`src/rtl/xbar_pkg.sv`:
```
package xbar_pkg;

   // request payload as it sits in a channel buffer
   typedef logic [27:0]  line_addr_t;   // byte address bits 31:4
   typedef logic [127:0] line_data_t;   // one cache line of write data

   // op codes ride through the crossbar untouched
   // 0 read, 1 write, 2 flush, 3 invalidate
   typedef logic [1:0]   op_t;

   typedef logic [2:0]   set_t;         // byte address bits 7:5
   typedef logic [1:0]   chan_id_t;     // producer channel number
   typedef logic [2:0]   entry_id_t;    // buffer slot index, also finder index

   // field positions inside line_addr_t
   // line_addr_t bit 0 is byte address bit 4
   localparam int BANK_LSB  = 4;        // byte bit 8
   localparam int BANK_BITS = 2;        // byte bits 9:8 pick one of four banks
   localparam int SET_LSB   = 1;        // byte bit 5

endpackage
```
`src/rtl/bank_arbiter.sv`:
```
`timescale 1ns/1ps

// round robin over channels for one bank
// a selection, once shown, holds until it retires
module bank_arbiter import xbar_pkg::*; #(
   parameter int NUM_CH = 3,
   parameter int DEPTH  = 5
) (
   input  logic                       clk,
   input  logic                       rstn,
   // oldest request of each channel for this bank
   input  logic       [NUM_CH-1:0]    req_valid,
   input  op_t        [NUM_CH-1:0]    req_op,
   input  line_addr_t [NUM_CH-1:0]    req_addr,
   input  line_data_t [NUM_CH-1:0]    req_data,
   output logic       [NUM_CH-1:0]    grant,
   // to the dispatch fork
   output logic                       sel_valid,
   output chan_id_t                   sel_channel,
   output op_t                        sel_op,
   output line_addr_t                 sel_addr,
   output line_data_t                 sel_data,
   input  logic                       sel_done
);

   // finder index is sized for the wider of slots and channels
   localparam int PICK_W = $clog2((DEPTH > NUM_CH) ? DEPTH : NUM_CH);

   chan_id_t            last_ch;       // last retired channel
   chan_id_t            held_ch;       // channel of the selection in flight
   logic                busy;          // selection shown, not yet retired
   logic                rr_found;
   entry_id_t           rr_pick;
   logic [PICK_W-1:0]   rr_idx;
   chan_id_t            next_ch;

   // search starts after the pointer, so the pointer itself comes last
   rotate_pick #(
      .WIDTH      (NUM_CH),
      .SKIP_START (1)
   ) u_rr (
      .start      (entry_id_t'(last_ch)),
      .valid_vec  (req_valid),
      .found      (rr_found),
      .pick       (rr_pick)
   );

   assign rr_idx  = rr_pick[PICK_W-1:0];
   assign next_ch = chan_id_t'(rr_idx);

   // late requests from other channels can't steal a held pick
   assign sel_channel = busy ? held_ch : next_ch;
   assign sel_valid   = busy ? req_valid[held_ch] : rr_found;
   assign sel_op      = req_op[sel_channel];
   assign sel_addr    = req_addr[sel_channel];
   assign sel_data    = req_data[sel_channel];

   // one-cycle grant back to the winning channel on retire
   always_comb begin
      for (int c = 0; c < NUM_CH; c++) begin
         grant[c] = sel_done && (sel_channel == chan_id_t'(c));
      end
   end

   always_ff @(posedge clk) begin
      if (!rstn) begin
         last_ch <= '0;
         busy    <= 1'b0;
      end else if (sel_done) begin
         last_ch <= sel_channel;              // pointer moves only on retire
         busy    <= 1'b0;
      end else if (sel_valid) begin
         busy    <= 1'b1;                     // stalled, freeze the choice
      end
   end

   always_ff @(posedge clk) begin
      if (!busy)
         held_ch <= next_ch;
   end

endmodule

```
`src/rtl/rotate_pick.sv`:
```
`timescale 1ns/1ps

// circular first-one finder
// SKIP_START 0 looks at start first (oldest entry from the read pointer)
// SKIP_START 1 looks at start last (round robin after the last winner)
module rotate_pick import xbar_pkg::*; #(
   parameter int WIDTH      = 5,
   parameter int SKIP_START = 0
) (
   input  entry_id_t          start,
   input  logic [WIDTH-1:0]   valid_vec,
   output logic               found,
   output entry_id_t          pick
);

   always_comb begin
      int pos;
      found = 1'b0;
      pick  = '0;                               // don't care when nothing found
      for (int i = 0; i < WIDTH; i++) begin
         // true modulo scan, no padding to a power of two
         pos = (int'(start) + i + SKIP_START) % WIDTH;
         if (!found && valid_vec[pos]) begin
            found = 1'b1;
            pick  = entry_id_t'(pos);
         end
      end
   end

endmodule

```
`config.mk`:
```
export PLATFORM = sky130hd
export DESIGN_NAME = bank_arbiter
export DESIGN_NICKNAME = d
export VERILOG_FILES = /design/src/rtl/xbar_pkg.sv /design/src/rtl/bank_arbiter.sv /design/src/rtl/rotate_pick.sv
export SDC_FILE = /design/constraint.sdc
export NUM_CORES = 1
export LEC_CHECK = 0
export BUFFER_PORTS_ARGS = -buffer_cell sky130_fd_sc_hd__buf_2
export CAP_MARGIN = 20
export CORE_AREA = 4 4 245 247
export DETAILED_ROUTE_END_ITERATION = 7
export DIE_AREA = 0 0 249 251
export GPL_TIMING_DRIVEN = 0
export SYNTH_ARGS = -nofsm -noshare
export SYNTH_HDL_FRONTEND = slang
export SYNTH_HIERARCHICAL = 1
export SYNTH_SLANG_ARGS = --single-unit
export TNS_END_PERCENT = 50
```
`constraint.sdc`:
```
create_clock -name clk -period 9.8 [get_ports clk]
set_input_delay 0.98 -clock clk [delete_from_list [all_inputs] [get_ports clk]]
set_output_delay 0.98 -clock clk [all_outputs]
set_load 0.01 [all_outputs]
```
==> flow_summary.json <==
{
  "drc_errors": 0,
  "syn-num-nets": 1066,
  "grt_max_degree": 12,
  "ant_nets": 0,
  "yosysWarnings": 6,
  "insertion_delay_ps": 230,
  "route.met2.wl_um": 17900,
  "drtIter0Drc": 416,
  "holdCritPathClass": "flip-flop to flip-flop",
  "cts_tree": "done",
  "antenna_found_initial": 21,
  "timing.final.crit_share_pct": 87.3,
  "die_x_um": 249,
  "drv_slew": 0,
  "clockBufferDepth": 2,
  "die_area_um2": 62500,
  "crit_fanout": 10,
  "avgSynthCellArea_um2": 8.61,
  "cp-start-kind": "flip-flop",
  "rsz0062_at_grt": "no",
  "critical_path_required_ps": 8820,
  "vias": 7576,
  "port_buffers": 643,
  "ctsResizeCount": 0,
  "rrSetupSlack_ps": 3560,
  "place_ws_ps": 1470,
  "cp_slowest_cell": "clkbuf_1",
  "htree_levels": 1,
  "synthCells": 569,
  "dr.pass1.iters": 5,
  "whs_ps": 662,
  "crit_end": "sel_data[48]",
  "nets": 1714,
  "cp_top_family": "buffers and inverters",
  "io-pin-count": 644,
  "grt_pass1_wl_um": 55600,
  "met1_length_um": 17000,
  "dr_wl_met3_um": 5050,
  "cp-end-kind": "output pin",
  "slowest_delay_ps": 620,
  "dp.final_hpwl_um": 37600,
  "area_delta_synth_final_pct": 87.2,
  "ff2ff_path_depth": 22,
  "clk_transition_reported_paths_ps": 30,
  "status": "finished, final reports clean",
  "wire_per_inst_um": 20.6,
  "core_area_um2": 57600,
  "setup_tns_ps": 0,
  "maxCapViolations": 0,
  "path_common_cell": "ha_1",
  "fin_cells": 1989,
  "num_rows": 88,
  "finalHoldViolCount": 0,
  "overflow": 0,
  "grtUsageTotal_pct": 12.0,
  "critPathKind": "flip-flop to output pin",
  "worst-path-buf-inv": 8,
  "netlist_area_um2": 4900,
  "initial_core_util_pct": 8.51,
  "clock-sinks": 5,
  "setup_slack_ps": 1240,
  "fin_skew_ps": 0.430,
  "crit_arrival_ps": 7580,
  "place_inst": 1977,
  "crit_path_start": "last_ch[0]",
  "grt_pass1_vias": 7730,
  "wl_um": 41000,
  "clockRootBuffer": "clkbuf_16",
  "die_h_um": 251,
  "clock.fmax_mhz": 117,
  "numCtsBuffers": 3,
  "nFillCells": 6601,
  "setup_violations": 0,
  "routabilityCongestion": 0.954,
  "drive_gt1_share_pct": 58.1,
  "routed_via_density": 3.81,
  "r2r_start": "last_ch[0]",
  "path_depth": 25,
  "post_cts_buffers": 0,
  "slew_headroom_pct": 47.9,
  "cts_hold_buf": 0,
  "r2r-end": "held_ch[1]",
  "worst_pin_slew_ps": 782,
  "period_minus_slack_ps": 8560,
  "dr.max_layer_used": "met5"
}
## per-layer routing
metal	up-vias	track usage [%]
met1	3465	15.3
met4	14	2.48
li1	3608	-
met3	50	5.37
met5	-	0
met2	439	18.7
## worst min-delay path by stage
| stage | startpoint | endpoint | depth (start not counted) |
|---|---|---|---|
| after CTS | last_ch[0] | last_ch[0] | 1 |
| final | last_ch[0] | last_ch[0] | 1 |
| after floorplan | last_ch[0] | last_ch[0] | 1 |
| after detailed placement | last_ch[0] | last_ch[0] | 1 |
| after global routing | last_ch[0] | last_ch[0] | 1 |
| after global placement | last_ch[0] | last_ch[0] | 1 |
## per-stage QoR
step | instance area [µm²] | util (%)
global placement | 9080 | 15.8
global route | 9160 | 15.9
CTS | 9160 | 15.9
finish | 9180 | 15.9
detailed placement | 9080 | 15.8
floorplan | 4900 | -
## flip-flops by register name, summed over array words and instances (netlist names)
signal / cells
busy: 1
held_ch: 2
last_ch: 2
## worst register-to-register path, stage by stage, from the launching register on
cell	delay, ps
dfxtp_1	480
buf_2	280
buf_1	380
inv_1	180
ha_1	470
nor2b_2	280
o21bai_1	140
a221oi_4	340
nor2_1	90
ha_1	220
inv_1	160
o311ai_2	210
xor2_1	190
ha_1	210
a31o_1	220
or2_2	300
nor3_2	280
mux2_4	340
a311oi_2	280
a31o_1	240
mux2_4	170
buf_6	190
clkbuf_1	450
## area by class of cell
class                   count  area, µm²  area share (%)
multi-input cells         485       4340            47.3
repair buffers            643       3220            35.1
well taps                 765        957            10.4
plain buffers              62        399            4.35
flip-flops and latches      5        100            1.09
clock buffers               4       78.8           0.859
inverters                  17       63.8           0.695
diodes                      8       20.0           0.218
## cell usage in the layout, fill, tap and decap left out, drive strengths merged, types with 4 or more instances in the layout
cell / n
mux2i: 165
buf: 686
nor3b: 5
a21oi: 11
nand2b: 5
nor2b: 8
o2bb2ai: 158
mux2: 4
ha: 17
nand3: 4
nor2: 6
and2: 6
clkbuf: 23
inv: 17
xnor2: 6
dfxtp: 5
nor3: 4
nand2: 19
diode: 8
Power is not shown: default switching activity piles up to over one toggle a cycle in this logic, so the estimate is an artifact.
