<file path="config.mk">
export PLATFORM = sky130hd
export DESIGN_NAME = channel_buffer
export DESIGN_NICKNAME = d
export VERILOG_FILES = /design/src/rtl/xbar_pkg.sv /design/src/rtl/channel_buffer.sv /design/src/rtl/rotate_pick.sv
export SDC_FILE = /design/constraint.sdc
export NUM_CORES = 2
export LEC_CHECK = 0
export BUFFER_PORTS_ARGS = -buffer_cell sky130_fd_sc_hd__buf_2
export CAP_MARGIN = 10
export CORE_MARGIN = 5
export CORE_UTILIZATION = 45
export DETAILED_ROUTE_END_ITERATION = 16
export GPL_TIMING_DRIVEN = 0
export PLACE_DENSITY = 0.63
export SYNTH_ARGS = -nofsm -noshare
export SYNTH_HDL_FRONTEND = slang
export SYNTH_HIERARCHICAL = 1
export SYNTH_SLANG_ARGS = --single-unit
</file>
<file path="constraint.sdc">
create_clock -name clk -period 34.3 [get_ports clk]
set_input_delay 5.145 -clock clk [delete_from_list [all_inputs] [get_ports clk]]
set_output_delay 5.145 -clock clk [all_outputs]
set_load 0.02 [all_outputs]
</file>
<file path="src/rtl/xbar_pkg.sv">
package xbar_pkg;

   // request payload as it sits in a channel buffer
   typedef logic [27:0]  line_addr_t;   // byte address bits 31:4
   typedef logic [127:0] line_data_t;   // one cache line of write data

   // op codes ride through the crossbar untouched
   // 0 read, 1 write, 2 flush, 3 invalidate
   typedef logic [1:0]   op_t;

   typedef logic [2:0]   set_t;         // byte address bits 7:5
   typedef logic [1:0]   chan_id_t;     // producer channel number
   typedef logic [2:0]   entry_id_t;    // buffer slot index, also finder index

   // field positions inside line_addr_t
   // line_addr_t bit 0 is byte address bit 4
   localparam int BANK_LSB  = 4;        // byte bit 8
   localparam int BANK_BITS = 2;        // byte bits 9:8 pick one of four banks
   localparam int SET_LSB   = 1;        // byte bit 5

endpackage
</file>
<file path="src/rtl/channel_buffer.sv">
`timescale 1ns/1ps

// per-channel request store
// entries leave out of order across banks, slots come back in order
module channel_buffer import xbar_pkg::*; #(
   parameter int NUM_BANKS = 4,
   parameter int DEPTH     = 5
) (
   input  logic                          clk,
   input  logic                          rstn,
   // producer side
   input  logic                          in_valid,
   output logic                          in_ready,
   input  op_t                           in_op,
   input  line_addr_t                    in_addr,
   input  line_data_t                    in_data,
   // one request per bank, oldest first
   output logic       [NUM_BANKS-1:0]    req_valid,
   output op_t        [NUM_BANKS-1:0]    req_op,
   output line_addr_t [NUM_BANKS-1:0]    req_addr,
   output line_data_t [NUM_BANKS-1:0]    req_data,
   input  logic       [NUM_BANKS-1:0]    grant
);

   localparam int CNT_W = $clog2(DEPTH + 1);

   // slot storage
   op_t                    mem_op   [DEPTH];
   line_addr_t             mem_addr [DEPTH];
   line_data_t             mem_data [DEPTH];
   logic [BANK_BITS-1:0]   slot_bank [DEPTH];     // bank tag, latched at write
   logic [DEPTH-1:0]       slot_valid;            // still waiting for its bank

   entry_id_t              wptr;
   entry_id_t              rptr;                  // oldest slot in use
   logic [CNT_W-1:0]       used_cnt;

   logic                   push;
   logic                   reclaim;

   logic [NUM_BANKS-1:0][DEPTH-1:0] bank_vec;     // valid slots per bank
   entry_id_t              oldest [NUM_BANKS];

   assign in_ready = (used_cnt < DEPTH);          // independent of in_valid
   assign push     = in_valid && in_ready;

   // head slot already retired by every bank, free it
   assign reclaim  = (used_cnt != '0) && !slot_valid[rptr];

   // payload, written on the accepting edge
   always_ff @(posedge clk) begin
      if (push) begin
         mem_op[wptr]    <= in_op;
         mem_addr[wptr]  <= in_addr;
         mem_data[wptr]  <= in_data;
         slot_bank[wptr] <= in_addr[BANK_LSB +: BANK_BITS];
      end
   end

   always_ff @(posedge clk) begin
      if (!rstn) begin
         slot_valid <= '0;
         wptr       <= '0;
         rptr       <= '0;
         used_cnt   <= '0;
      end else begin
         // grants hit different slots, one per bank at most
         for (int b = 0; b < NUM_BANKS; b++) begin
            if (grant[b])
               slot_valid[oldest[b]] <= 1'b0;
         end
         if (push) begin
            slot_valid[wptr] <= 1'b1;             // wptr never points at a live slot
            wptr <= (wptr == entry_id_t'(DEPTH - 1)) ? '0 : wptr + 1'b1;
         end
         if (reclaim)
            rptr <= (rptr == entry_id_t'(DEPTH - 1)) ? '0 : rptr + 1'b1;
         case ({push, reclaim})
            2'b10:   used_cnt <= used_cnt + 1'b1;
            2'b01:   used_cnt <= used_cnt - 1'b1;
            default: used_cnt <= used_cnt;        // none, or one in and one out
         endcase
      end
   end

   // split the valid bits by bank tag
   always_comb begin
      for (int b = 0; b < NUM_BANKS; b++) begin
         for (int s = 0; s < DEPTH; s++) begin
            bank_vec[b][s] = slot_valid[s] && (slot_bank[s] == BANK_BITS'(b));
         end
      end
   end

   for (genvar b = 0; b < NUM_BANKS; b++) begin : g_bank
      // scan from rptr, first hit is the oldest for this bank
      rotate_pick #(
         .WIDTH      (DEPTH),
         .SKIP_START (0)
      ) u_oldest (
         .start      (rptr),
         .valid_vec  (bank_vec[b]),
         .found      (req_valid[b]),
         .pick       (oldest[b])
      );

      assign req_op[b]   = mem_op[oldest[b]];
      assign req_addr[b] = mem_addr[oldest[b]];
      assign req_data[b] = mem_data[oldest[b]];
   end

endmodule

</file>
<file path="src/rtl/rotate_pick.sv">
`timescale 1ns/1ps

// circular first-one finder
// SKIP_START 0 looks at start first (oldest entry from the read pointer)
// SKIP_START 1 looks at start last (round robin after the last winner)
module rotate_pick import xbar_pkg::*; #(
   parameter int WIDTH      = 5,
   parameter int SKIP_START = 0
) (
   input  entry_id_t          start,
   input  logic [WIDTH-1:0]   valid_vec,
   output logic               found,
   output entry_id_t          pick
);

   always_comb begin
      int pos;
      found = 1'b0;
      pick  = '0;                               // don't care when nothing found
      for (int i = 0; i < WIDTH; i++) begin
         // true modulo scan, no padding to a power of two
         pos = (int'(start) + i + SKIP_START) % WIDTH;
         if (!found && valid_vec[pos]) begin
            found = 1'b1;
            pick  = entry_id_t'(pos);
         end
      end
   end

endmodule

</file>
==> impl_results.md <==
* Worst hold slack at 0.503 ns
* Global-route wire length before repair at 271,000 µm
* Kind of end point of the critical path: output port
* PostCTS Resize Cnt at 0
* Final worst slack at 20.10 ns
* Area after DPL at 60,600 µm²
* Final Hold Vio Count at 0
* CTS tree: yes
* Clock tree skew after final layout at 0.0294 ns
* Number of setup buffers added after CTS at 0
* Total half-perimeter wirelength after legalization and detailed placement at 141,000 µm
* Number of global-route vias before repair at 37,700
* Detailed-router iteration count before antenna repair at 5
* Commonest cells after routing, fill and taps aside: 887 x buf_2, 790 x edfxtp_1, 640 x mux2_2, 636 x mux4_2, 113 x clkbuf_1
* Count of cell types in the netlist at 78
* Per-cell routed wire length at 32.3 µm
* Cells after Synth at 3,247
* NumNets Final at 4,447
* Starting DRC count in detailed routing at 3,686
* Slew of the pin with the lowest slew margin at 1.24 ns
* Placeable core region at 118,000 µm²
* Final Routed Wirelength at 191,000 µm
* Average cell area after synthesis at 16.6 µm²
* TritonCTS buffer count at 93
* Most area-consuming cells after synthesis: edfxtp_1 44%, mux4_2 27%, mux2_2 13%
* Layout overhead on the synthesized area at 18.2%
* Async set-reset flop share out of synthesis at 0
* Overall track demand over capacity in global routing at 0.294
* Effective utilization at floorplan at 0.454
* Clk buf depth at 3
* Worst-case headroom to the max-slew limit at 0.173
* Total negative slack for setup checks at 0 ns
* Root buffer cell: clkbuf_16
* Post-route clock period utilization at 0.414
* Max-cap violations at 0
* Maximum frequency from static timing analysis at 70.4 MHz
* Count of antenna-violating nets left after detailed routing at 0
* Number of sinks handled by clock tree synthesis at 804
* Synth top area share at 0.441
* Area leader, netlist: edfxtp_1
* Required @ worst endpoint at 29.15 ns
* Buffers on Ports at 800
* Area of the mapped netlist at 53,800 µm²
* IO Pins at 802
* Total global routing overflow at 0
* Maximum number of pins on one net before global-route repair at 48
* H-tree level count at 3
* Via density per instance at 6.34
* Die Y-Extent at 356 µm
* Number of enable-type register cells in the synthesized netlist at 790
* Critical Setup Path Class: register to output port
* Net Count, Synth at 3,502
* Die Width at 356 µm
* Min-Delay Path Class: register to register
* Most frequent standard cell in the layout excluding fill and tap cells: buf_2
* Worst Path Arrival at 9.05 ns
* Final critical delay including setup and external delays at 14.20 ns
* Post-synthesis register bit count at 804
* CTS hold repair buffers at 0
* Worst skew pair latency at 0.69 ns
* Number of antenna violations at the first check in global routing at 54
* Endpoints failing setup at 0
* Number of slew-limit violations in the final report at 0
* Number of remaining DRC errors at 0
* Post-placement worst setup slack at 20.85 ns
* Critical path peak fanout at 29
* RSZ-0062 raised after global routing: no
* Fraction of layout instances using a drive strength above 1 at 0.573
* Clock-pin slew of the registers on the worst-case setup and hold paths at 0.06 ns
* Most common flop cell mapped by yosys: edfxtp_1
* Sequential cell area fraction in the yosys report at 0.446
* Area of all placed cells without fillers at 63,600 µm²
* Via Count at 37,400
* CP startpoint kind: register
* Total number of yosys warnings at 6
* Routability cong. at 0.894
* Die outline area at 127,000 µm²
* Run status: complete, no violations
* Site Rows at 126
==> path summary, 6_finish.rpt <==
check,from,end,slack [ns],depth (start not counted)
setup / recovery,rptr[1]$_SDFFE_PN0P_,req_data[505],20.10,20
hold / removal,used_cnt[2]$_SDFFE_PN0P_,used_cnt[2]$_SDFFE_PN0P_,0.50,2
setup reg to reg,rptr[1]$_SDFFE_PN0P_,slot_valid[4]$_SDFF_PN0_,26.76,23
hold reg to reg,used_cnt[2]$_SDFFE_PN0P_,used_cnt[2]$_SDFFE_PN0P_,0.50,2
==> stage by stage <==
step | util | cells
floorplan | - | 3247
global placement | 0.505 | 5647
detailed placement | 0.512 | 5697
CTS | 0.537 | 5868
global route | 0.537 | 5884
finish | 0.537 | 5897
==> cells by family after synthesis <==
kind of cell	Yosys count	synth area share
flip-flops	804	0.446
XOR/XNOR	42	0.00823
buffers and inverters	326	0.0318
multiplexers	1323	0.410
AND/OR/NAND/NOR	372	0.0384
adder cells (fa/ha/maj)	90	0.0216
AO/OA/AOI/OAI	290	0.0432
==> synth_stat cells, types with 8 or more instances <==
cell type    n
a211oi_1    23
a21boi_0    12
a21boi_1     8
a21o_1       9
a21oi_1     25
a21oi_2      8
a221o_1      8
a22o_1       8
a22oi_1     12
a31oi_1     12
a32o_1       9
a32oi_1      8
and2_1      21
and3_1      27
and3b_1     15
buf_1       26
buf_2       87
buf_6       49
clkbuf_1    92
dfxtp_1     14
edfxtp_1   790
ha_1        85
inv_1       59
mux2_2     640
mux2i_1     35
mux4_2     636
nand2_1     79
nand2b_1    36
nand3_1     38
nor2_1      53
nor2b_1     12
nor3_1      27
nor3b_1     12
o211ai_1     8
o21a_1      17
o21ai_0     33
o21ai_1      9
o31ai_1     13
xnor2_1     28
xor2_1      10
==> final cells by class <==
type                    count  area [µm²]
fillers                  9835       54800
multi-input cells        2117       28100
flip-flops and latches    804       24000
repair buffers            850        4820
clock buffers             116        2460
well taps                1600        2000
plain buffers             254        1430
clock inverters            55         428
inverters                  72         280
diodes                     29        72.6
==> layer usage <==
| metal | vias up | global-route usage | wire length (µm) |
|---|---|---|---|
| li1 | 15700 | - | - |
| met1 | 19300 | 0.368 | 70700 |
| met2 | 1941 | 0.480 | 91600 |
| met3 | 386 | 0.0846 | 19300 |
| met4 | 32 | 0.128 | 8800 |
| met5 | - | 0 | 226 |
==> worst max-delay path: stages (launching register included) <==
cell and delay, ns:
dfxtp_2 0.88, inv_1 0.49, ha_1 0.59, clkinv_1 0.29, ha_1 0.34, nor2_1 0.17, a21oi_1 0.11, xnor2_1 0.36
ha_1 0.28, nand2b_1 0.12, a21oi_1 0.27, a31oi_4 0.10, xnor2_1 0.39, mux4_2 0.55, a2111oi_0 0.50, a221o_1 0.25
buf_2 0.45, buf_2 0.59, buf_1 0.85, mux2_2 0.53, buf_2 0.20
==> state kept, by name, summed over array words and instances, names as in the netlist <==
register,flops
mem_data,640
mem_addr,140
mem_op,10
slot_valid,5
rptr,3
used_cnt,3
wptr,3
Power is left out: the tool's default activity adds up to more than one toggle a clock period on the data nets, which glitch-free logic cannot reach.
